`src/hw/alu_pipe_pkg.sv`:
```
`default_nettype none

package alu_pipe_pkg;

    parameter int reg_addr_w = 5;
    parameter int reg_count = 32;
    parameter int apb_addr_w = 8;    // 8-byte word per register
    parameter int imm_w = 12;        // i-type immediate

    typedef enum logic [2:0] {
        op_add  = 3'd0,
        op_sub  = 3'd1,
        op_and  = 3'd2,
        op_or   = 3'd3,
        op_xor  = 3'd4,
        op_sll  = 3'd5,    // shift by low bits of b
        op_srl  = 3'd6,
        op_addi = 3'd7     // b is the immediate
    } alu_op_e;

    typedef enum logic {
        apb_idle,
        apb_access
    } apb_state_e;

endpackage

`default_nettype wire

```
`src/hw/pipe_bus_if.sv`:
```
`timescale 1ns/1ns
`default_nettype none

interface issue_bus
    import alu_pipe_pkg::*;
#(
    parameter int xlen = 64
) (
    input wire clk
);
    logic                  valid;
    alu_op_e               op;
    logic [reg_addr_w-1:0] rd;
    logic [reg_addr_w-1:0] rs1;
    logic [reg_addr_w-1:0] rs2;
    logic [xlen-1:0]       imm;    // sign-extended at issue

    modport src (output valid, op, rd, rs1, rs2, imm);
    modport dst (input clk, valid, op, rd, rs1, rs2, imm);
endinterface

interface result_bus
    import alu_pipe_pkg::*;
#(
    parameter int xlen = 64
);
    logic                  valid;
    logic [reg_addr_w-1:0] rd;
    logic [xlen-1:0]       data;

    modport src (output valid, rd, data);
    modport snoop (input valid, rd, data);
endinterface

`default_nettype wire

```
`src/hw/operand_bypass.sv`:
```
`timescale 1ns/1ns
`default_nettype none

module operand_bypass
    import alu_pipe_pkg::*;
#(
    parameter int xlen = 64
) (
    issue_bus.dst           issue,
    result_bus.snoop        ex_res,
    result_bus.snoop        wb_res,
    input  wire  [xlen-1:0] rd_data1,
    input  wire  [xlen-1:0] rd_data2,
    output logic [xlen-1:0] opnd_a,
    output logic [xlen-1:0] opnd_b
);
    typedef enum logic [1:0] {sel_zero, sel_ex, sel_wb, sel_rf} fwd_sel_e;

    fwd_sel_e        sel_a;
    fwd_sel_e        sel_b;
    logic [xlen-1:0] rs2_val;

    // newest producer first
    function automatic fwd_sel_e pick(
        input logic [reg_addr_w-1:0] idx,
        input logic                  ex_v,
        input logic [reg_addr_w-1:0] ex_rd,
        input logic                  wb_v,
        input logic [reg_addr_w-1:0] wb_rd
    );
        if (idx == '0) return sel_zero;
        if (ex_v && ex_rd == idx) return sel_ex;
        if (wb_v && wb_rd == idx) return sel_wb;
        return sel_rf;
    endfunction

    assign sel_a = pick(issue.rs1, ex_res.valid, ex_res.rd, wb_res.valid, wb_res.rd);
    assign sel_b = pick(issue.rs2, ex_res.valid, ex_res.rd, wb_res.valid, wb_res.rd);

    always_comb begin
        case (sel_a)
            sel_zero: opnd_a = '0;
            sel_ex:   opnd_a = ex_res.data;
            sel_wb:   opnd_a = wb_res.data;
            default:  opnd_a = rd_data1;
        endcase
    end

    always_comb begin
        case (sel_b)
            sel_zero: rs2_val = '0;
            sel_ex:   rs2_val = ex_res.data;
            sel_wb:   rs2_val = wb_res.data;
            default:  rs2_val = rd_data2;
        endcase
    end

    assign opnd_b = (issue.op == op_addi) ? issue.imm : rs2_val;    // imm already extended

    a_no_x0_fwd: assert property (@(posedge issue.clk) issue.valid |->
        (issue.rs1 != '0 || opnd_a == '0) &&
        (issue.rs2 != '0 || issue.op == op_addi || opnd_b == '0))
        else $error("in-flight result forwarded for x0");

endmodule

`default_nettype wire

```
`src/flat_wrapper.sv`:
```
// flat-port wrapper written by rule: the top's interface ports become plain ports
module operand_bypass_flat import alu_pipe_pkg::*;
#(
    parameter int xlen = 64
)
  (rd_data1, rd_data2, opnd_a, opnd_b, clk, issue_valid, issue_op, issue_rd, issue_rs1, issue_rs2, issue_imm, ex_res_valid, ex_res_rd, ex_res_data, wb_res_valid, wb_res_rd, wb_res_data);
  issue_bus #(.xlen(xlen)) issue_i (.clk(clk));
  result_bus #(.xlen(xlen)) ex_res_i ();
  result_bus #(.xlen(xlen)) wb_res_i ();
  input  wire  [xlen-1:0] rd_data1;
  input  wire  [xlen-1:0] rd_data2;
  output logic [xlen-1:0] opnd_a;
  output logic [xlen-1:0] opnd_b;
  input wire logic clk;
  input wire logic [$bits(issue_i.valid)-1:0] issue_valid;
  input wire logic [$bits(issue_i.op)-1:0] issue_op;
  input wire logic [$bits(issue_i.rd)-1:0] issue_rd;
  input wire logic [$bits(issue_i.rs1)-1:0] issue_rs1;
  input wire logic [$bits(issue_i.rs2)-1:0] issue_rs2;
  input wire logic [$bits(issue_i.imm)-1:0] issue_imm;
  input wire logic [$bits(ex_res_i.valid)-1:0] ex_res_valid;
  input wire logic [$bits(ex_res_i.rd)-1:0] ex_res_rd;
  input wire logic [$bits(ex_res_i.data)-1:0] ex_res_data;
  input wire logic [$bits(wb_res_i.valid)-1:0] wb_res_valid;
  input wire logic [$bits(wb_res_i.rd)-1:0] wb_res_rd;
  input wire logic [$bits(wb_res_i.data)-1:0] wb_res_data;
  assign issue_i.valid = issue_valid;
  assign issue_i.op = issue_op;
  assign issue_i.rd = issue_rd;
  assign issue_i.rs1 = issue_rs1;
  assign issue_i.rs2 = issue_rs2;
  assign issue_i.imm = issue_imm;
  assign ex_res_i.valid = ex_res_valid;
  assign ex_res_i.rd = ex_res_rd;
  assign ex_res_i.data = ex_res_data;
  assign wb_res_i.valid = wb_res_valid;
  assign wb_res_i.rd = wb_res_rd;
  assign wb_res_i.data = wb_res_data;
  operand_bypass #(.xlen(xlen)) u_core (.issue(issue_i), .ex_res(ex_res_i), .wb_res(wb_res_i), .rd_data1(rd_data1), .rd_data2(rd_data2), .opnd_a(opnd_a), .opnd_b(opnd_b));
endmodule
```
`config.mk`:
```
export PLATFORM = sky130hd
export DESIGN_NAME = operand_bypass_flat
export DESIGN_NICKNAME = d
export VERILOG_FILES = /design/src/hw/alu_pipe_pkg.sv /design/src/hw/pipe_bus_if.sv /design/src/hw/operand_bypass.sv /design/src/flat_wrapper.sv
export SDC_FILE = /design/constraint.sdc
export NUM_CORES = 1
export LEC_CHECK = 0
export BUFFER_PORTS_ARGS = -buffer_cell sky130_fd_sc_hd__buf_2
export CORE_AREA = 5 5 183 185
export DETAILED_ROUTE_END_ITERATION = 10
export DIE_AREA = 0 0 188 190
export SLEW_MARGIN = 20
export SYNTH_ARGS = -nofsm -noshare
export SYNTH_HDL_FRONTEND = slang
export SYNTH_SLANG_ARGS = --single-unit
export TNS_END_PERCENT = 50
```
`constraint.sdc`:
```
create_clock -name vclk -period 3
set_input_delay 0.15 -clock vclk [all_inputs]
set_output_delay 0.15 -clock vclk [all_outputs]
set_load 0.005 [all_outputs]
```
==> results.yml <==
floorplan:
  num_rows: 66
  dieWidth_um: 188
  pin_count: 480
  core_area_um2: 31900
  start_util_pct: 11.1
  fp.dieH_um: 190
  dieArea_um2: 35700
synth:
  synth_cells: 473
  postSynthAreaPerCell_um2: 7.48
  synth_fp_nets: 825
  ys_warn_count: 0
  synth_cell_types: 24
  synth_area_um2: 3540
  ys_seq_area_share_pct: 0
timing:
  final_hold_viol_count: 0
  finalSetupViolCount: 0
  finalMaxSlewViolations: 0
  min_period_over_period_pct: 77.2
  post-route-min-period_ns: 2.32
  max_slew.worst_pin.slew_ns: 0.866
  holdWs_ns: 0.592
  rsz0062_at_grt: "false"
  final.setup.tns_ns: 0
  maxSlewHeadroom_pct: 42.3
  fin_ws_ns: 0.683
  fmax_ghz: 0.432
power:
  powerDensity_nw_per_um2: 126
  power.internal_w: 0.000397
  p_seq_share_pct: 0
  switching_share_pct: 48.4
  power.net_switching_w: 0.000372
  pwr-share-comb_pct: 100.0
  peakVddDrop_mv: 0.0689
  power_frac_clock_pct: 0
  leakage_nw: 2.67
routing:
  vias: 5733
  wl_per_cell_um: 16.6
  dr.first_iter.drc_count: 299
  viasPerCell: 4.36
  first_pass_iters: 5
  wirelength_um: 21900
  drc_errors: 0
  antenna_left: 0
run_status:
  status: "complete, no violations"
finish:
  layoutNonFillerInstCount: 1316
  final-seq-area_um2: 0
  clkbuf_count: 0
  seq_cells: 0
  n_fill_cell: 3667
  drive_gt1_share_pct: 55.4
  syn2layout_area_growth_pct: 73.0
  nets: 1262
  antenna_cells: 0
  fin_area_um2: 6120
clock_network:
  post_cts_resize_count: 0
  ctsHoldBuffers: 0
  cts_setup_buffers: 0
setup_path:
  endpoint_kind: "output pin"
  crit_arrival_ns: 2.17
  path_max_fanout: 64
  worstSetupPathType: "primary input to output pin"
  start_kind: "primary input"
  required_ns: 2.85
placement:
  dp_slack_ns: 0.731
  hpwl_um: 18000
  finalWeightedCongestion: 0.913
  dp.cells: 1316
  port_buffers: 473
  placed_area_um2: 6120
global_routing:
  grt_max_degree: 65
  grt_antenna_before_repair: 0
  grt_pass1_wl_um: 31700
  grt-ovfl-total: 0
  grt_pass1_vias: 5762
  grt_usage_pct: 10.8
flow_run:
  drv_cap: 0
hold_path:
  hold_path.class: "primary input to output pin"
power groups by stage:
stage | Clock (W) | Combinational, W | Sequential (W)
after floorplan | 0 | 0.000301 | 0
after global placement | 0 | 0.000758 | 0
after detailed placement | 0 | 0.000766 | 0
after CTS | 0 | 0.000769 | 0
after global routing | 0 | 0.000838 | 0
final | 0 | 0.000769 | 0
area by class of cell:
class,instances,area [um^2],area share [%]
multi-input combinational,420,3080,50.3
tap,408,510,8.34
timing repair buffer,488,2530,41.3
layer usage:
layer | up-vias | part of all wire (%) | GRT usage, %
li1 | 2727 | - | -
met1 | 2612 | 39 | 13.1
met2 | 354 | 49 | 19.3
met3 | 40 | 8.8 | 1.96
met4 | 0 | 3.5 | 3.33
met5 | - | 0 | 0
layout by cell type (no fill, tap or decap):
master	synthesis	routed
mux2i_1	128	128
xnor2_1	8	8
o21ai_0	68	68
nor2_1	1	1
nor3_1	1	1
a22oi_1	61	61
nand4_1	1	1
o21ai_1	57	57
o21bai_4	2	2
buf_4	6	11
nand3_4	0	1
nor3_4	1	1
nand2_1	2	1
or4_4	1	1
o21ai_2	3	3
a22oi_2	3	3
nand2_2	0	1
and3_4	0	2
buf_12	14	4
buf_2	3	473
xor2_1	12	12
and3_2	0	1
nor4_1	3	3
a21oi_1	64	64
kinds of logic after synthesis:
logic type | synth area share (%)
AOI/OAI and AO/OA | 42.6
buffers and inverters | 13.7
muxes | 36.2
and+or+nand+nor | 2.62
xor gates and xnor gates | 4.95
cells in the mapped netlist (2+ instances only):
cell      instances  area share (%)
o21ai_1          57             8.1
a21oi_1          64             9.1
buf_12           14             7.9
clkbuf_1         26             2.8
nor4_1            3            0.53
a22oi_2           3             1.1
buf_6             4             1.3
xor2_1           12             3.0
buf_4             6             1.3
and3_1            3            0.53
a22oi_1          61              13
o21bai_4          2             1.1
nand2_1           2            0.21
buf_2             3            0.42
xnor2_1           8             2.0
mux2i_1         128              36
o21ai_0          68             9.6
o21ai_2           3            0.74
critical path, stage by stage:
cell and delay [ns]:
buf_2 0.12, xnor2_1 0.18, nand4_1 0.23, nor3_4 0.16, buf_4 0.68, a22oi_1 0.15
o21ai_1 0.25, buf_2 0.18
metrics by stage:
stage	power, W	util [%]
global placement	0.000758	19.2
detailed placement	0.000766	19.2
CTS	0.000769	19.2
finish	0.000769	19.2
floorplan	0.000301	-
global route	0.000838	19.2
final timing paths:
kind | startpoint | to | slack, ns | cells past startpoint
max | ex_res_rd[3] | opnd_b[30] | 0.68 | 8
min | issue_imm[40] | opnd_b[40] | 0.59 | 4
Power figures use the tool's default switching activity.
