`config.mk`:
```
export PLATFORM = sky130hd
export DESIGN_NAME = writeback_stage_flat
export DESIGN_NICKNAME = d
export VERILOG_FILES = /design/src/hw/alu_pipe_pkg.sv /design/src/hw/pipe_bus_if.sv /design/src/hw/writeback_stage.sv /design/src/flat_wrapper.sv
export SDC_FILE = /design/constraint.sdc
export NUM_CORES = 1
export LEC_CHECK = 0
export BUFFER_PORTS_ARGS = -buffer_cell sky130_fd_sc_hd__buf_2
export CAP_MARGIN = 10
export CORE_MARGIN = 5
export CORE_UTILIZATION = 36
export CTS_BUF_LIST = sky130_fd_sc_hd__clkbuf_4 sky130_fd_sc_hd__clkbuf_8 sky130_fd_sc_hd__clkbuf_16
export CTS_CLUSTER_SIZE = 20
export DETAILED_ROUTE_END_ITERATION = 10
export PLACE_DENSITY = 0.83
export SLEW_MARGIN = 20
export SYNTH_ARGS = -nofsm -noshare
export SYNTH_HDL_FRONTEND = slang
export SYNTH_SLANG_ARGS = --single-unit
```
`constraint.sdc`:
```
create_clock -name clk -period 3.3 [get_ports clk]
set_input_delay 0.66 -clock clk [delete_from_list [all_inputs] [get_ports clk]]
set_output_delay 0.66 -clock clk [all_outputs]
set_load 0.02 [all_outputs]
```
`src/hw/alu_pipe_pkg.sv`:
```
`default_nettype none

package alu_pipe_pkg;

    parameter int reg_addr_w = 5;
    parameter int reg_count = 32;
    parameter int apb_addr_w = 8;    // 8-byte word per register
    parameter int imm_w = 12;        // i-type immediate

    typedef enum logic [2:0] {
        op_add  = 3'd0,
        op_sub  = 3'd1,
        op_and  = 3'd2,
        op_or   = 3'd3,
        op_xor  = 3'd4,
        op_sll  = 3'd5,    // shift by low bits of b
        op_srl  = 3'd6,
        op_addi = 3'd7     // b is the immediate
    } alu_op_e;

    typedef enum logic {
        apb_idle,
        apb_access
    } apb_state_e;

endpackage

`default_nettype wire

```
`src/hw/pipe_bus_if.sv`:
```
`timescale 1ns/1ns
`default_nettype none


interface result_bus
    import alu_pipe_pkg::*;
#(
    parameter int xlen = 64
);
    logic                  valid;
    logic [reg_addr_w-1:0] rd;
    logic [xlen-1:0]       data;

    modport src (output valid, rd, data);
    modport snoop (input valid, rd, data);
endinterface

`default_nettype wire

```
`src/hw/writeback_stage.sv`:
```
`timescale 1ns/1ns
`default_nettype none

module writeback_stage
    import alu_pipe_pkg::*;
#(
    parameter int xlen = 64
) (
    input  wire                   clk,
    input  wire                   rst_n,
    result_bus.snoop              ex_res,
    result_bus.src                wb_res,
    output logic                  retire_valid,
    output logic [reg_addr_w-1:0] retire_rd,
    output logic [xlen-1:0]       retire_data
);
    logic                  valid_q;
    logic [reg_addr_w-1:0] rd_q;
    logic [xlen-1:0]       data_q;

    always_ff @(posedge clk or negedge rst_n) begin
        if (!rst_n) begin
            valid_q <= 1'b0;
        end else begin
            valid_q <= ex_res.valid;
        end
    end

    always_ff @(posedge clk) begin
        rd_q   <= ex_res.rd;
        data_q <= ex_res.data;
    end

    assign wb_res.valid = valid_q && rd_q != '0;    // x0 results only retire
    assign wb_res.rd    = rd_q;
    assign wb_res.data  = data_q;

    assign retire_valid = valid_q;
    assign retire_rd    = rd_q;
    assign retire_data  = data_q;

endmodule

`default_nettype wire

```
`src/flat_wrapper.sv`:
```
// flat-port wrapper written by rule: the top's interface ports become plain ports
module writeback_stage_flat import alu_pipe_pkg::*;
#(
    parameter int xlen = 64
)
  (clk, rst_n, retire_valid, retire_rd, retire_data, ex_res_valid, ex_res_rd, ex_res_data, wb_res_valid, wb_res_rd, wb_res_data);
  result_bus #(.xlen(xlen)) ex_res_i ();
  result_bus #(.xlen(xlen)) wb_res_i ();
  input  wire clk;
  input  wire rst_n;
  output logic retire_valid;
  output logic [reg_addr_w-1:0] retire_rd;
  output logic [xlen-1:0] retire_data;
  input wire logic [$bits(ex_res_i.valid)-1:0] ex_res_valid;
  input wire logic [$bits(ex_res_i.rd)-1:0] ex_res_rd;
  input wire logic [$bits(ex_res_i.data)-1:0] ex_res_data;
  output wire logic [$bits(wb_res_i.valid)-1:0] wb_res_valid;
  output wire logic [$bits(wb_res_i.rd)-1:0] wb_res_rd;
  output wire logic [$bits(wb_res_i.data)-1:0] wb_res_data;
  assign ex_res_i.valid = ex_res_valid;
  assign ex_res_i.rd = ex_res_rd;
  assign ex_res_i.data = ex_res_data;
  assign wb_res_valid = wb_res_i.valid;
  assign wb_res_rd = wb_res_i.rd;
  assign wb_res_data = wb_res_i.data;
  writeback_stage #(.xlen(xlen)) u_core (.clk(clk), .rst_n(rst_n), .ex_res(ex_res_i), .wb_res(wb_res_i), .retire_valid(retire_valid), .retire_rd(retire_rd), .retire_data(retire_data));
endmodule
```
==> results of run 1 <==
logic make-up after synthesis:
| kind of cell | after synthesis | share of synthesized area, % |
|---|---|---|
| flops | 70 | 72.52 |
| buf+inv | 69 | 26.71 |
| simple gates | 1 | 0.3872 |
| compound gates | 1 | 0.3872 |
sequential cells by signal, indices dropped and copies added (netlist names):
signal / flops
u_core.retire_rd: 5
u_core.retire_valid: 1
u_core.retire_data: 64
critical path: stages (launching register included):
cell and delay [ns]:
dfxtp_1 0.31, or4_1 0.52, o21a_1 0.18, buf_2 0.15
through the flow:
step | std cells | total power [mW] | cell area [um2]
after floorplan | 141 | 1.111 | 1939
after global placement | 353 | 1.179 | 2565
after detailed placement | 353 | 1.183 | 2565
after CTS | 369 | 1.936 | 2788
after global routing | 369 | 1.986 | 2788
final | 369 | 1.901 | 2788
Yosys cell counts:
master,number,area (um2)
buf_4,69,518.0
dfxtp_1,69,1381
dfrtp_1,1,25.02
o21a_1,1,7.510
or4_1,1,7.510
per-layer routing:
metal / up-vias / wire, um
met2: 116 / 2741
met1: 590 / 1533
met3: 8 / 756
met4: 0 / 86
met5: - / 0
li1: 669 / -
final cells by class:
type                            instances  area [um2]
Clock buffer                           12       152.6
Clock inverter                          4       70.07
Fill cell                             451        2385
Multi-Input combinational cell          2       15.01
Sequential cell                        70        1406
Tap cell                               70       87.58
Timing Repair Buffer                  211        1056
report_power, final:
group          switching, mW  internal, mW  leakage (nW)  total, mW
Clock                  0.280         0.461         0.117      0.741
Sequential            0.0203         0.891         0.594      0.912
Combinational          0.160        0.0886         0.833      0.249
cells in the final DEF, fill, tap and decap left out:
cell       count
dfrtp_1        1
buf_2        211
bufinv_16      2
clkbuf_8      10
dfxtp_1       69
o21a_1         1
clkbuf_4       2
or4_1          1
clkinv_2       2
worst paths after layout:
check	to	cells after the start	from	slack (ns)
max in group asynchronous	u_core.retire_valid	1	rst_n	3.13
worst max-delay path	wb_res_valid	3	u_core.retire_rd[4]	1.15
worst min-delay path	u_core.retire_valid	1	rst_n	0.09
min in group clk	u_core.retire_data[59]	1	ex_res_data[59]	0.42
==> impl_summary.log, run 1 <==
INFO  metric fmax = 464.3 MHz
INFO  metric final_report_max_slew_violation_count = 0
INFO  metric max_slew.worst_pin.slew = around 0.13 ns
INFO  metric whs = between 0.08 and 0.09 ns
INFO  metric grt_max_degree = 12
INFO  metric mappedNetlistNets = ~210
INFO  metric drtIter0Drc = 16
INFO  metric min_path_type = in -> async
INFO  metric antenna-diode-count = 0
INFO  metric coreArea = ~0.0052 mm2
INFO  metric fin_crit_sh = 65.26%
INFO  metric outcome = finished, final reports clean
INFO  metric gr-usage-met1 = roughly an eighth
INFO  metric dp.final_hpwl = 4410 um
INFO  metric post_synth_num_cell_types = 5
INFO  metric ys_seq_elements = 70
INFO  metric cts_hold_buffers = 0
INFO  metric clock_tree.root_cell = clkbuf_8
INFO  metric clk_pin_slew = ~0.07 ns
INFO  metric leakage = 1.544 nW
INFO  metric synthToLayoutAreaGrowth = 43.74%
INFO  metric place.port_buffers = 211
INFO  metric critPathMaxFanout = 3
INFO  metric global_route.peak_usage_layer = met2
INFO  metric required = ~2.6 ns
INFO  metric syn-cell-area = roughly 0.0019 mm2
INFO  metric final_core_util = a little over half
INFO  metric ctsResizeCount = 0
INFO  metric critPathKind = reg -> out
INFO  metric slew_headroom = roughly nine tenths
INFO  metric cts_tree = done
INFO  metric initial_antenna_violation_count = 0
INFO  metric setup_slack = about 1.1 ns
INFO  metric grt_pass1_vias = approximately 1,500
INFO  metric synth_cells = between 100 and 150
INFO  metric tns = 0 ns
INFO  metric grt_pass1_wl = 7797 um
INFO  metric vias_per_cell = around 3.7
INFO  metric synth_seq_area_share = approximately 73%
INFO  metric worst_ep_arrival_time = 1.49 ns
INFO  metric grt_setup_unrepaired = no
INFO  metric gp_congestion = approximately 0.77
INFO  metric detail_route.wl_per_cell = 13.87 um
INFO  metric track_usage = 14.65%
INFO  metric finalSetupViolCount = 0
INFO  metric grt_use_met3 = approximately 9%
INFO  metric ir_drop = ~0.34 mV
INFO  metric die_width = roughly 83 um
INFO  metric maxCapViolations = 0
INFO  metric numCtsBuffers = 9
INFO  metric yosys_warnings = 0
INFO  metric detailroute.via_count = roughly 1,400
INFO  metric post-place-ws = ~1.5 ns
INFO  metric clk_path_buf_depth = 2
INFO  metric die_h = approximately 83 um
INFO  metric groute.layer.met2.usage = 26.68%
INFO  metric detail-route-antenna-nets = 0
INFO  metric final_net_count = 366
INFO  metric htreeDepth = 3
INFO  metric die-area = 0.006955 mm2
INFO  metric route.final.wire_length = 5118 um
INFO  metric time_the_worst_path_needs_with_i_o_delays_and_setup = 2.154 ns
INFO  metric power.density_cell_area = just under 700 mW/mm2
INFO  metric io_pins = around 210
INFO  metric post_cts.repair.setup_buffers = 0
INFO  metric startpoint_type = flip-flop
INFO  metric hold_violations = 0
INFO  metric drt_pass1_iterations = 4
INFO  metric final_layout_size_suffix_gt1_share = about three quarters
INFO  metric timing.critical_path.to_type = output port
INFO  metric cts.sink_count = 70
INFO  metric initial_core_util = a little under two fifths
INFO  metric drcViolationCount = 0
INFO  metric synth_area_per_cell = 13.75 um2
INFO  metric global_route.overflow_total = 0
INFO  metric num_rows = 26
No activity file was read; power rests on OpenSTA's default activity.
==> run 2, diff against run 1 <==
- ABC_AREA: unset -> 1
- CORE_UTILIZATION: 36 -> 34
- PLACE_DENSITY: 0.83 -> 0.79
- clock period: 3.3 -> 2.2 ns (I/O delays scaled with it)
==> run 2 against run 1 <==
- global-route usage decreased by 1.2 points
- power increased by 52%
- clock power rose by 54%
- non-clock buffer count up 1
- largest power group unchanged
- setup slack worse by 0.45 ns
- die area is 5.6% higher
- final area increased by 1.1%
- hold slack improved by 0.12 ns
==> impl_summary.log, run 2 <==
INFO  metric mappedNetlistNets = 217 (+1.9%)
INFO  metric fin_crit_sh = around two thirds
INFO  metric htreeDepth = 3 (unchanged)
INFO  metric ir_drop = 0.6301 mV (+84%)
INFO  metric crit_path_cell_trace = nor2_1 > nand3_1 > nand2_1 > inv_1 > buf_2
INFO  metric synthMuxAreaShare = 0% (unchanged)
INFO  metric leakage = 1.563 nW (+1.2%)
INFO  metric final_layout_size_suffix_gt1_share = 74.67% (-1.2 points)
INFO  metric io_pins = 212 (unchanged)
INFO  metric antenna-diode-count = 0 (unchanged)
INFO  metric p_switching = 0.7116 mW (+54%)
INFO  metric final_net_count = 371 (+1.4%)
INFO  metric crit_slowest_cell = dfxtp_1
INFO  metric synth_area_leader = dfxtp_1
INFO  metric slew_headroom = 91.51% (about the same)
INFO  metric drt_pass1_iterations = 4 (unchanged)
INFO  metric tns = 0 ns (unchanged)
INFO  metric main_combinational_cell_family_by_area_after_synthesis = buffers and inverters
INFO  metric maxCapViolations = 0 (unchanged)
INFO  metric dp.final_hpwl = 4272 um (-3.1%)
INFO  metric synth-edff-count = 0 (unchanged)
INFO  metric mostFrequentLayoutCells = buf_2, dfxtp_1, clkbuf_8
INFO  metric post_synth_fa_ha_maj_area_fraction = 0% (unchanged)
INFO  metric post_synth_xor_xnor_area = 0% (unchanged)
INFO  metric clk_pin_slew = 0.07 ns (about the same)
INFO  metric power_frac_comb = 12.9% (-0.2 points)
INFO  metric die_h = 85.70 um (+2.8%)
INFO  metric grt_pass1_wl = 7527 um (-3.5%)
INFO  metric critPathKind = reg -> out
INFO  metric internal_power = 2.171 mW (+51%)
INFO  metric power_switching_share = 24.69% (+0.46 points)
INFO  metric ys_seq_elements = 70 (unchanged)
INFO  metric final_core_util = 50.88% (-3.0 points)
INFO  metric detail_route.wl_per_cell = 13.18 um (-5.0%)
INFO  metric final_report_max_slew_violation_count = 0 (unchanged)
INFO  metric clk_path_buf_depth = 2 (unchanged)
INFO  metric detail-route-antenna-nets = 0 (unchanged)
INFO  metric gr-usage-met1 = 12.39% (+0.57 points)
INFO  metric timing.critical_path.to_type = output port
INFO  metric grt_use_met3 = 6.436% (-2.7 points)
INFO  metric power.density_cell_area = 1023 mW/mm2 (+50%)
INFO  metric startpoint_type = flip-flop
INFO  metric power.share.sequential = 47.4% (-0.6 points)
INFO  metric ctsResizeCount = 0 (unchanged)
INFO  metric place.port_buffers = 211 (unchanged)
INFO  metric time_the_worst_path_needs_with_i_o_delays_and_setup = approximately 1.5 ns
INFO  metric grt_setup_unrepaired = no
INFO  metric hold_violations = 0 (unchanged)
INFO  metric yosys.area_share.simple = 0.8349% (+0.45 points)
INFO  metric post_synth_num_cell_types = 7 (+2)
INFO  metric global_route.peak_usage_layer = met2
INFO  metric yosys_warnings = 0 (unchanged)
INFO  metric critPathMaxStageDelay = 0.32 ns (-0.20 ns)
INFO  metric netlist_top_cells_area = dfxtp_1, buf_4, dfrtp_1
INFO  metric synth_cells = 145 (+2.8%)
INFO  metric critPathMaxFanout = 3 (unchanged)
INFO  metric grt_max_degree = 13 (+1)
INFO  metric ys_top_cells_by_count = buf_4, dfxtp_1, inv_1, nor2_1
INFO  metric largest_register_ff_count = 64 (unchanged)
INFO  metric die-area = 0.007344 mm2 (+5.6%)
INFO  metric clock_tree.root_cell = clkbuf_8
INFO  metric min_path_type = in -> reg
INFO  metric gp_congestion = 0.7858 (+2.6%)
INFO  metric postSynth.topFlopCell = dfxtp_1
INFO  metric finalSetupViolCount = 0 (unchanged)
INFO  metric outcome = finished, final reports clean
INFO  metric synth_async_sr_flop_share = 1.429% (unchanged)
INFO  metric synth_area_per_cell = 13.44 um2 (-2.3%)
INFO  metric synthToLayoutAreaGrowth = 44.70%
INFO  metric track_usage = 13.49% (-1.2 points)
INFO  metric coreArea = 0.005540 mm2 (+7.1%)
INFO  metric synth_top_area_share = 70.91% (-0.32 points)
INFO  metric worst_ep_arrival_time = 1.06 ns (-0.43 ns)
INFO  metric cts.sink_count = 70 (unchanged)
INFO  metric synth_seq_area_share = 72.19% (-0.33 points)
INFO  metric cts_tree = done
INFO  metric n_fill_cell = 533 (+18%)
INFO  metric max_slew.worst_pin.slew = 0.1282 ns (-0.0006104 ns)
INFO  metric numCtsBuffers = 9 (unchanged)
INFO  metric required = 1.76 ns (-0.88 ns)
INFO  metric global_route.overflow_total = 0 (unchanged)
INFO  metric vias_per_cell = 3.731 (-0.44%)
INFO  metric groute.layer.met2.usage = 24.58% (-2.1 points)
INFO  metric drtIter0Drc = 28 (+12)
INFO  metric syn-cell-area = 0.001948 mm2 (+0.45%)
INFO  metric layout_commonest_cell = buf_2
INFO  metric route.final.wire_length = 4954 um (-3.2%)
INFO  metric synth_compound_gate_area_share = 0% (-0.39 points)
INFO  metric detailroute.via_count = 1,403 (+1.4%)
INFO  metric die_width = 85.70 um (+2.8%)
INFO  metric critical_path.n_buffers_inverters = 2 (+1)
INFO  metric num_rows = 27 (+3.8%)
INFO  metric initial_core_util = 35.16% (-2.3 points)
INFO  metric cp_top_family = flip-flops
INFO  metric clock_power_share = 39.6% (+0.6 points)
INFO  metric initial_antenna_violation_count = 0 (unchanged)
INFO  metric drcViolationCount = 0 (unchanged)
INFO  metric fmax = roughly 670 MHz
INFO  metric grt_pass1_vias = 1,543 (+0.65%)
run 2: worst paths after layout:
check	slack [ns]	cells past startpoint	end	from
min in group asynchronous	0.43	2	u_core.retire_valid	rst_n
worst min-delay path	0.21	1	u_core.retire_data[16]	ex_res_data[16]
worst max-delay path	0.70	5	wb_res_valid	u_core.retire_rd[4]
max in group asynchronous	1.69	2	u_core.retire_valid	rst_n
run 2: power groups by stage:
stage	clock network (mW)	logic, mW	registers (mW)
6_report	1.14	0.373	1.37
5_1_grt	1.25	0.393	1.38
4_1_cts	1.18	0.379	1.37
3_5_place_dp	0	0.378	1.40
3_3_place_gp	0	0.375	1.39
2_1_floorplan	0	0.183	1.48
run 2: cell families (layout without fill, tap and decap cells):
group,Yosys count,count (layout)
flops,70,70
buf+inv,71,230
simple gates,4,4
run 2: layout make-up:
class / instances / area (um2) / area share (%)
repair buffers: 212 / 1066 / 37.82
flip-flops and latches: 70 / 1406 / 49.89
multi-input cells: 4 / 16.27 / 0.5770
clock buffers: 11 / 151.4 / 5.371
clock inverters: 5 / 81.33 / 2.885
well taps: 72 / 90.09 / 3.196
inverters: 2 / 7.507 / 0.2663
run 2: timing repair:
item / CTS / global route
setup buffers: 0 / 0
hold buffers: 1 / 0
hold endpoints to repair: 1 / 0
run 2: through the flow:
stage	instance area, um2	worst slack (ns)	cells	power (mW)	hold WS [ns]
final	2819	0.6989	376	2.882	0.2098
after global routing	2819	0.5420	376	3.023	0.1747
after CTS	2819	0.6619	376	2.930	0.1848
after detailed placement	2576	1.034	359	1.774	0.2164
after global placement	2576	1.053	359	1.769	0.2158
after floorplan	1948	0.9883	145	1.667	0.1444
run 2: routing by layer:
metal | up-vias | share of wire [%]
li1 | 678 | -
met1 | 613 | 31
met2 | 105 | 55
met3 | 7 | 13
met4 | 0 | 1.3
met5 | - | 0
